`src/design/resp_macros.svh`:
```
`ifndef RESP_MACROS_SVH
`define RESP_MACROS_SVH

// tag layout of the host link
`define RESP_TAG_W          8
`define RESP_WED_TAG        8'h00
`define RESP_RESTART_TAG    8'h01
`define RESP_WRITE_TAG_BASE 8'h02  // write tags up to read base - 1
`define RESP_READ_TAG_BASE  8'h80
`define RESP_TAG_UPPER      8'hEF  // above this a tag is stray

`define RESP_CNT_W          16

// register map
`define RESP_APB_AW          4
`define RESP_REG_CTRL        4'h0
`define RESP_REG_STATUS      4'h4
`define RESP_REG_ERR_COUNT   4'h8
`define RESP_REG_STRAY_COUNT 4'hC

`endif

```
`src/design/resp_pkg.sv`:
```
`default_nettype none

`include "resp_macros.svh"

package resp_pkg;

  typedef logic [`RESP_TAG_W-1:0] resp_tag_t;
  typedef logic [`RESP_CNT_W-1:0] resp_cnt_t;
  typedef logic [31:0]            apb_data_t;

  // bit 6 tag parity, then aerror derror flushed fault failed paged
  typedef logic [6:0] resp_err_t;

  typedef enum logic [7:0] {
    code_done    = 8'h00,
    code_aerror  = 8'h01,
    code_derror  = 8'h03,
    code_nlock   = 8'h04,
    code_nres    = 8'h05,
    code_flushed = 8'h06,
    code_fault   = 8'h07,
    code_failed  = 8'h08,
    code_paged   = 8'h0A,
    code_context = 8'h0B
  } resp_code_e;

  typedef struct packed {
    logic       valid;
    resp_tag_t  tag;
    logic       tag_parity;  // odd parity over tag
    resp_code_e code;
  } resp_in_t;

  typedef struct packed {
    logic       wed;
    logic       restart;
    logic       write;
    logic       read;
    logic       valid;
    resp_tag_t  tag;
    resp_code_e code;
    resp_err_t  error;
  } resp_route_t;

  typedef struct packed {
    logic                   psel;
    logic                   penable;
    logic                   pwrite;
    logic [`RESP_APB_AW-1:0] paddr;
    apb_data_t              pwdata;
  } apb_req_t;

  typedef struct packed {
    apb_data_t prdata;
    logic      pready;
    logic      pslverr;
  } apb_rsp_t;

endpackage

`default_nettype wire

```
`src/design/resp_apb_regs.sv`:
```
`timescale 1ns/1ps
`default_nettype none

`include "resp_macros.svh"

module resp_apb_regs (
  input  logic                clock,
  input  logic                rstn,
  input  resp_pkg::apb_req_t  apb_req,
  output resp_pkg::apb_rsp_t  apb_rsp,
  output logic                enabled,
  output logic                error_enable,
  output logic                clear_status,
  output logic                clear_counts,
  input  resp_pkg::resp_err_t status,
  input  resp_pkg::resp_cnt_t err_count,
  input  resp_pkg::resp_cnt_t stray_count
);

  logic                access;
  logic                write_access;
  logic                read_access;
  logic                addr_hit;
  logic [1:0]          ctrl_q;  // bit 1 error_enable, bit 0 enabled
  resp_pkg::apb_data_t read_data;

  assign access       = apb_req.psel && apb_req.penable;
  assign write_access = access && apb_req.pwrite;
  assign read_access  = access && !apb_req.pwrite;

  //////////////////////////////
  // address decode and readback
  //////////////////////////////
  always_comb begin
    addr_hit  = 1'b1;
    read_data = '0;
    case (apb_req.paddr)
      `RESP_REG_CTRL:        read_data = resp_pkg::apb_data_t'(ctrl_q);
      `RESP_REG_STATUS:      read_data = resp_pkg::apb_data_t'(status);
      `RESP_REG_ERR_COUNT:   read_data = resp_pkg::apb_data_t'(err_count);
      `RESP_REG_STRAY_COUNT: read_data = resp_pkg::apb_data_t'(stray_count);
      default:               addr_hit  = 1'b0;
    endcase
  end

  //////////////////////////////
  // control register
  //////////////////////////////
  always_ff @(posedge clock or negedge rstn) begin
    if (!rstn) begin
      ctrl_q <= 2'b00;  // routing off out of reset
    end else if (write_access && apb_req.paddr == `RESP_REG_CTRL) begin
      ctrl_q <= apb_req.pwdata[1:0];
    end
  end

  assign enabled      = ctrl_q[0];
  assign error_enable = ctrl_q[1];

  // write pulses ignore the data value
  assign clear_status = write_access && (apb_req.paddr == `RESP_REG_STATUS);
  assign clear_counts = write_access && (apb_req.paddr == `RESP_REG_ERR_COUNT);

  assign apb_rsp = '{prdata:  read_access ? read_data : '0,
                     pready:  1'b1,                    // no wait states
                     pslverr: access && !addr_hit};

endmodule

`default_nettype wire

```
`src/design/response_control.sv`:
```
`timescale 1ns/1ps
`default_nettype none

`include "resp_macros.svh"

module response_control (
  input  logic                  clock,
  input  logic                  rstn,
  input  logic                  enabled,
  input  logic                  error_enable,
  input  resp_pkg::resp_in_t    response,
  output resp_pkg::resp_route_t route,
  output logic                  stray
);

  logic                 s1_valid;
  resp_pkg::resp_tag_t  s1_tag;
  logic                 s1_parity;
  resp_pkg::resp_code_e s1_code;

  logic                 s2_valid;
  logic [3:0]           s2_hit;  // wed, restart, write, read
  resp_pkg::resp_tag_t  s2_tag;
  resp_pkg::resp_code_e s2_code;
  resp_pkg::resp_err_t  s2_error;

  logic [3:0]           out_hit;
  logic                 out_valid;
  logic                 out_stray;
  resp_pkg::resp_tag_t  out_tag;
  resp_pkg::resp_code_e out_code;
  resp_pkg::resp_err_t  out_error;

  logic                 parity_error;
  logic [3:0]           tag_hit;

  // error class bits below the parity bit
  function automatic logic [5:0] code_class(input resp_pkg::resp_code_e code);
    logic [5:0] bits;
    bits = 6'b000000;
    case (code)
      resp_pkg::code_aerror:  bits[5] = 1'b1;
      resp_pkg::code_derror:  bits[4] = 1'b1;
      resp_pkg::code_flushed: bits[3] = 1'b1;
      resp_pkg::code_fault:   bits[2] = 1'b1;
      resp_pkg::code_failed:  bits[1] = 1'b1;
      resp_pkg::code_paged:   bits[0] = 1'b1;
      default:                bits = 6'b000000;  // done, nlock, nres, context
    endcase
    return bits;
  endfunction

  //////////////////////////////
  // stage 1 input latch
  //////////////////////////////
  always_ff @(posedge clock or negedge rstn) begin
    if (!rstn) begin
      s1_valid <= 1'b0;
    end else begin
      s1_valid <= enabled && response.valid;
    end
  end

  always_ff @(posedge clock) begin
    if (enabled && response.valid) begin
      s1_tag    <= response.tag;
      s1_parity <= response.tag_parity;
      s1_code   <= response.code;
    end
  end

  //////////////////////////////
  // stage 2 check and decode
  //////////////////////////////
  assign parity_error = ~(^{s1_tag, s1_parity});  // total ones must be odd

  always_comb begin
    tag_hit = 4'b0000;
    if (s1_tag == `RESP_WED_TAG) begin
      tag_hit[3] = 1'b1;
    end else if (s1_tag == `RESP_RESTART_TAG) begin
      tag_hit[2] = 1'b1;
    end else if (s1_tag >= `RESP_WRITE_TAG_BASE && s1_tag < `RESP_READ_TAG_BASE) begin
      tag_hit[1] = 1'b1;
    end else if (s1_tag >= `RESP_READ_TAG_BASE && s1_tag <= `RESP_TAG_UPPER) begin
      tag_hit[0] = 1'b1;
    end
    // nothing set means stray
  end

  always_ff @(posedge clock or negedge rstn) begin
    if (!rstn) begin
      s2_valid <= 1'b0;
    end else begin
      s2_valid <= s1_valid;
    end
  end

  always_ff @(posedge clock) begin
    if (s1_valid) begin
      s2_hit   <= tag_hit;
      s2_tag   <= s1_tag;
      s2_code  <= s1_code;
      s2_error <= {parity_error, code_class(s1_code)};
    end
  end

  //////////////////////////////
  // output register
  //////////////////////////////
  always_ff @(posedge clock or negedge rstn) begin
    if (!rstn) begin
      out_hit   <= 4'b0000;
      out_valid <= 1'b0;
      out_stray <= 1'b0;
    end else begin
      out_hit   <= s2_valid ? s2_hit : 4'b0000;
      out_valid <= s2_valid && (s2_hit != 4'b0000);
      out_stray <= s2_valid && (s2_hit == 4'b0000);
    end
  end

  always_ff @(posedge clock) begin
    if (s2_valid) begin
      out_tag   <= s2_tag;
      out_code  <= s2_code;
      out_error <= error_enable ? s2_error : '0;  // masked errors read as clean
    end
  end

  assign route = '{wed:     out_hit[3],
                   restart: out_hit[2],
                   write:   out_hit[1],
                   read:    out_hit[0],
                   valid:   out_valid,
                   tag:     out_tag,
                   code:    out_code,
                   error:   out_error};
  assign stray = out_stray;

endmodule

`default_nettype wire

```
`src/design/response_error_log.sv`:
```
`timescale 1ns/1ps
`default_nettype none

module response_error_log (
  input  logic                  clock,
  input  logic                  rstn,
  input  resp_pkg::resp_route_t route,
  input  logic                  stray,
  input  logic                  clear_status,
  input  logic                  clear_counts,
  output resp_pkg::resp_err_t   status,
  output resp_pkg::resp_cnt_t   err_count,
  output resp_pkg::resp_cnt_t   stray_count
);

  resp_pkg::resp_err_t status_q;
  resp_pkg::resp_cnt_t err_count_q;
  resp_pkg::resp_cnt_t stray_count_q;
  logic                err_event;

  // any output, routed or stray, may carry errors
  assign err_event = (route.valid || stray) && (route.error != '0);

  //////////////////////////////
  // sticky status
  //////////////////////////////
  always_ff @(posedge clock or negedge rstn) begin
    if (!rstn) begin
      status_q <= '0;
    end else if (clear_status) begin
      status_q <= '0;  // clear beats a new error
    end else if (err_event) begin
      status_q <= status_q | route.error;
    end
  end

  //////////////////////////////
  // saturating counters
  //////////////////////////////
  always_ff @(posedge clock or negedge rstn) begin
    if (!rstn) begin
      err_count_q   <= '0;
      stray_count_q <= '0;
    end else if (clear_counts) begin
      err_count_q   <= '0;
      stray_count_q <= '0;
    end else begin
      if (err_event && err_count_q != '1) begin
        err_count_q <= err_count_q + 1'b1;
      end
      if (stray && stray_count_q != '1) begin
        stray_count_q <= stray_count_q + 1'b1;
      end
    end
  end

  assign status      = status_q;
  assign err_count   = err_count_q;
  assign stray_count = stray_count_q;

endmodule

`default_nettype wire

```
`src/design/response_unit_top.sv`:
```
`timescale 1ns/1ps
`default_nettype none

module response_unit_top (
  input  logic                  clock,
  input  logic                  rstn,
  input  resp_pkg::resp_in_t    response,
  output resp_pkg::resp_route_t route,
  input  resp_pkg::apb_req_t    apb_req,
  output resp_pkg::apb_rsp_t    apb_rsp
);

  logic                enabled;
  logic                error_enable;
  logic                clear_status;
  logic                clear_counts;
  logic                stray;
  resp_pkg::resp_err_t status;
  resp_pkg::resp_cnt_t err_count;
  resp_pkg::resp_cnt_t stray_count;

  response_control u_control (
    .clock        (clock),
    .rstn         (rstn),
    .enabled      (enabled),
    .error_enable (error_enable),
    .response     (response),
    .route        (route),
    .stray        (stray)
  );

  // log watches the same route the consumers see
  response_error_log u_error_log (
    .clock        (clock),
    .rstn         (rstn),
    .route        (route),
    .stray        (stray),
    .clear_status (clear_status),
    .clear_counts (clear_counts),
    .status       (status),
    .err_count    (err_count),
    .stray_count  (stray_count)
  );

  resp_apb_regs u_apb_regs (
    .clock        (clock),
    .rstn         (rstn),
    .apb_req      (apb_req),
    .apb_rsp      (apb_rsp),
    .enabled      (enabled),
    .error_enable (error_enable),
    .clear_status (clear_status),
    .clear_counts (clear_counts),
    .status       (status),
    .err_count    (err_count),
    .stray_count  (stray_count)
  );

endmodule

`default_nettype wire

```
`config.mk`:
```
export PLATFORM = sky130hd
export DESIGN_NAME = response_unit_top
export DESIGN_NICKNAME = d
export VERILOG_FILES = /design/src/design/resp_pkg.sv /design/src/design/resp_apb_regs.sv /design/src/design/response_control.sv /design/src/design/response_error_log.sv /design/src/design/response_unit_top.sv
export VERILOG_INCLUDE_DIRS = /design/src /design/src/design
export SDC_FILE = /design/constraint.sdc
export NUM_CORES = 1
export LEC_CHECK = 0
export ABC_AREA = 0
export ABC_CLOCK_PERIOD_IN_PS = 1790
export BUFFER_PORTS_ARGS = -buffer_cell sky130_fd_sc_hd__buf_2
export CAP_MARGIN = 0
export CORE_UTILIZATION = 49
export DETAILED_ROUTE_END_ITERATION = 12
export PLACE_DENSITY = 0.87
export SKIP_CTS_REPAIR_TIMING = 1
export SLEW_MARGIN = 20
export SYNTH_ARGS = -nofsm -noshare
export SYNTH_HDL_FRONTEND = slang
export SYNTH_HIERARCHICAL = 1
export SYNTH_SLANG_ARGS = --single-unit
```
`constraint.sdc`:
```
create_clock -name clock -period 1.79 [get_ports clock]
set_input_delay 0.179 -clock clock [delete_from_list [all_inputs] [get_ports clock]]
set_output_delay 0.179 -clock clock [all_outputs]
set_load 0.05 [all_outputs]
```
Yosys cells after proc, flatten, opt, wreduce, memory -nomap -nowiden. Cells that the tools add are included.

Register bits after elaboration: 116. Bits of input ports: 59. Output and inout bits: 62. Word-level logic and storage cells: 92.

Add/subtract/negate cells: 2. $lt $le $gt $ge: 4. Eq/ne operators: 12. Multiplexer cells: 20. Bitwise operators: 2. Reductions and logical operators: 30.

Operators with widths (count): two-way mux 16 bit (5); one-hot mux 16 bit (4 select lines) (1); adder 16 x 1 -> 16 bit (second input constant) (2); inequality test 16 bit (second input constant) (2); == test 8 x 1 -> 1 bit (second input constant) (2); == test 8 x 3 -> 1 bit (second input constant) (2); == test 8 x 4 -> 1 bit (second input constant) (2); logical AND 1 bit (15); two-way mux 7 bit (2); two-way mux 1 bit (11); XOR reduction 9 bit (1); == test 4 bit (second input constant) (2); == test 8 x 2 -> 1 bit (second input constant) (1); greater-or-equal comparator 8 x 2 -> 1 bit (second input constant) (1); greater-or-equal comparator 8 bit (second input constant) (1); less-or-equal comparator 8 bit (second input constant) (1); logical NOT 4 bit (2); logical NOT 8 bit (1); < comparator 8 bit (second input constant) (1); OR 7 bit (1); nonzero test 7 bit (1); nonzero test 2 bit (3); == test 4 x 3 -> 1 bit (second input constant) (1); two-way mux 4 bit (1); other kinds (7) (8).

Logic depth before layout (Yosys ltp).
Depth after elaboration: 5. Mapped depth: 7. Mapped depth without buffers: 5.

Modules after synthesis. Netlist, hierarchy kept.

Modules (own cells, without submodules): response_control (times used 1, cells each 124, area each 2577.5 sq um, sequential area each 2212.1 sq um); response_error_log (times used 1, cells each 229, area each 2207.1 sq um, sequential area each 975.9 sq um); resp_apb_regs (times used 1, cells each 82, area each 629.4 sq um, sequential area each 50.0 sq um).

Least setup slack after synthesis. Ideal clock, no wire load.

Path kind: reg2reg. From: register u_control.out_error[2]. To: register u_error_log.err_count_q[15], in the netlist u_error_log/err_count[15]. Library setup time: 0.128 ns. Arrival: 1.901 ns. Data required time: 1.662 ns. Slack: -0.239 ns. Stages on the path, launching flop included: 6. Buffers on the path: 1. Clock period less this slack: 2.029 ns. Cells stage by stage: edfxtp_1 or4_4 o21ai_2 buf_6 nor4_1 mux2_1.

Cells in the longest elaborated chain, start to end: 4.

RTL lines: start: declaration (line response_control.sv:32) `resp_pkg::resp_err_t out_error;`; start signal: assignment (line response_control.sv:127) `out_error <= error_enable ? s2_error : '0;`; nonzero test 7 bit (line response_error_log.sv:22) `assign err_event = (route.valid || stray) && (route.error != '0);`; logical AND 1 bit (line response_error_log.sv:22); logical AND 1 bit (line response_error_log.sv:48) `if (err_event && err_count_q != '1) begin`; nonzero test 2 bit (no source line); end signal: assignment (line response_error_log.sv:49) `err_count_q <= err_count_q + 1'b1;`; end: declaration (line response_error_log.sv:17) `resp_pkg::resp_cnt_t err_count_q;`.

Every way passes these cells. A chain may end at the register's enable or synchronous reset.

==> results.md <==
* Status: finished, violations left
* Violated checks: setup timing
* PnR Total Power at 7.78 mW
* Vias in the first global route at 3877
* Clock buffer depth at 2
* Synth Area per Inst at 12.4 um^2
* Crit. End Element: primary output
* Die X at 107 um
* Htree depth at 4
* Net switching power at 2.29 mW
* Max-slew headroom at 0.628
* Post-synth EDFFs at 67
* Max-slew violations at 0
* TritonCTS Buffers at 17
* Initial Utilization at 0.502
* Crit path kind: register to primary output
* Die Area at 11500 um^2
* Setup ws final at -0.0725 ns
* CTS Root Cell: clkbuf_8
* Post-synthesis cell area at 5410 um^2
* Setup TNS at -0.202 ns
* Worst path required time at 1.61 ns
* Seq/Total Area, Yosys at 0.598
* Max-cap violations at 0
* Synth-to-layout area growth at 31.9%
* Largest net degree at the start of global routing at 30
* Area of the multi-input gates at 2060 um^2
* Arrival time at the worst endpoint at 1.68 ns
* Most frequent cells in the layout: 67 x edfxtp_1, 66 x buf_2, 44 x buf_4, 42 x dfrtp_1, 31 x nor2_1
* HP Class: input port to register
* Core Area at 10800 um^2
* Row cnt at 38
* Top_reg_cell synth: edfxtp_1
* Clock slew at reported path FFs at 0.06 ns
* Slowest cell on the critical path: dfrtp_2
* Pre-antenna DRT Iters at 4
* RePlAce Congestion at 0.910
* Drt drc at 0
* Final Hold Vio Count at 0
* # setup viols final at 4
* Internal cell power at 5.49 mW
* First-pass GRT wire length at 18700 um
* Grt total ovfl at 0
* Antenna-violating nets left at 0
* # port buffers at 73
* Async S/R FF share, synth at 0.422
* Worst slack, placed at -0.0193 ns
* Syn. warnings at 6
* N_diodes at 0
* CP cell instances: mux2_2 -> a22oi_2 -> nor2_1 -> buf_6
* Worst-Skew Late Latency at 0.53 ns
* Synth Register Bits at 116
* Crit-path max FO at 6
* Logic pwr share at 0.144
* Tmin final at 1.86 ns
* Cells after Synth at 435
* Sequential Area at 3250 um^2
* Slew @ Worst Pin at 0.558 ns
* Final net count at 641
* RSZ-0062 raised after global routing: true
* Pleak at 2.90 nW
* Yosys cell types at 62
* Final period util at 1.04
* TritonCTS Sinks at 116
* Hold slack at 0.145 ns
* Clock power share at 0.423
* PwrDens at 1090 nW/um^2
* VDD IR-drop max at 0.00113 V
* Fmax at 0.537 GHz
* Fin util at 0.662
* Crit path launch type: register
* Final HPWL DP at 8280 um
* Vias per inst at 5.54
* Commonest non-fill, non-tap cell in the layout: edfxtp_1
* Vias at 4042
* Routed wire per std cell at 17.2 um
* Worst path max stage delay at 0.44 ns
* First DRT Iteration DRCs at 250
* Switching part of the total power at 0.295
* CTS tree: built
* I/O pin total at 121
* Die Ht at 107 um
* Share of layout cells above drive strength 1 at 0.363
* All-Layer GR Usage at 0.221
* Reg power frac at 0.433
* Final Skew at 0.00976 ns
* Fillers at 769
* Drt total wl at 12600 um
* Initial antenna violation count at 0
state kept, by name, summed over array words and instances (netlist names):
signal                   cells
u_control/s2_code            8
u_control/stray              1
u_control/s2_tag             8
u_control/out_hit            4
u_error_log/err_count       16
u_control/out_valid          1
u_control/out_tag            8
u_control/s2_error           7
u_error_log/stray_count     16
u_control/out_code           8
u_control/s1_parity          1
u_error_log/status           7
u_control/s2_valid           1
u_apb_regs/ctrl_q            2
u_control/s1_code            8
u_control/out_error          7
u_control/s2_hit             4
u_control/s1_tag             8
u_control/s1_valid           1
cells in the mapped netlist (3+ instances only):
library cell	number	area (um^2)
nor4_1	6	37.5
ha_1	5	62.6
nand2b_1	4	25.0
nand3_1	16	80.1
buf_6	3	33.8
dfrtp_1	49	1230
buf_2	6	30.0
nor3b_1	3	22.5
edfxtp_1	67	2010
and4_1	4	35.0
nor2b_1	13	81.3
clkbuf_1	3	11.3
buf_4	21	158
a21oi_1	27	135
or3_1	5	31.3
a211oi_1	7	52.6
and2_1	14	87.6
or4_1	11	82.6
a22oi_1	5	37.5
nor2_1	34	128
o31ai_1	9	67.6
mux2i_1	15	150
nand2_1	8	30.0
mux2_2	13	146
nor3_1	12	60.1
inv_1	13	48.8
nand4_1	11	68.8
o21ai_0	6	30.0
kinds of logic after synthesis:
kind of cell,Yosys count,synth area share
AOI/OAI and AO/OA,67,0.0825
xor gates and xnor gates,4,0.00901
adders and majority gates,5,0.0116
buffers and inverters,48,0.0538
DFF,116,0.598
muxes,30,0.0589
other,2,0.00139
and+or+nand+nor,163,0.185
area by class of cell:
cell class,instances,area share
Inverter,13,0.00683
Multi-Input combinational cell,286,0.289
Timing Repair Buffer,143,0.145
Clock inverter,15,0.0224
Tap cell,140,0.0245
Sequential cell,116,0.455
Clock buffer,17,0.0580
critical path: cells and delay by family (launching register included):
family | cells | cell delay (ns)
AO/OA/AOI/OAI | 1 | 0.14
buffers and inverters | 1 | 0.18
flip-flops | 1 | 0.44
multiplexers | 1 | 0.30
AND/OR/NAND/NOR | 1 | 0.09
metal layers:
layer	vias to the layer above	track usage	wire, um
met5	-	0	0
met4	0	0.105	299
met3	35	0.0711	895
met2	171	0.387	6630
met1	1952	0.242	4740
li1	1884	-	-
through the flow:
step	std cells	area [um^2]
floorplan	450	5500
global placement	670	6170
detailed placement	670	6170
CTS	702	6740
global route	730	7140
finish	730	7140
power groups by stage:
stage          clock [mW]  sequential [mW]  combinational, mW
6_report             3.29             3.37               1.12
5_1_grt              3.47             3.40               1.21
4_1_cts              3.35             3.35               1.04
3_5_place_dp            0             3.40               1.03
3_3_place_gp            0             3.38              0.965
2_1_floorplan           0             3.46              0.562
worst paths after layout:
path	startpoint	to	slack, ns	cells past startpoint
max	u_error_log/stray_count[3]	apb_rsp[5]	-0.07	4
min	response[17]	u_control/s1_valid	0.15	3
max reg2reg	u_control/out_error[2]	u_error_log/err_count[11]	0	5
min reg2reg	u_control/s2_code[6]	u_control/out_code[6]	0.41	0
max in group asynchronous	rstn	u_error_log/err_count[4]	1.05	3
min in group asynchronous	rstn	u_error_log/stray_count[12]	0.17	2
(Power assumes the default switching activity.)
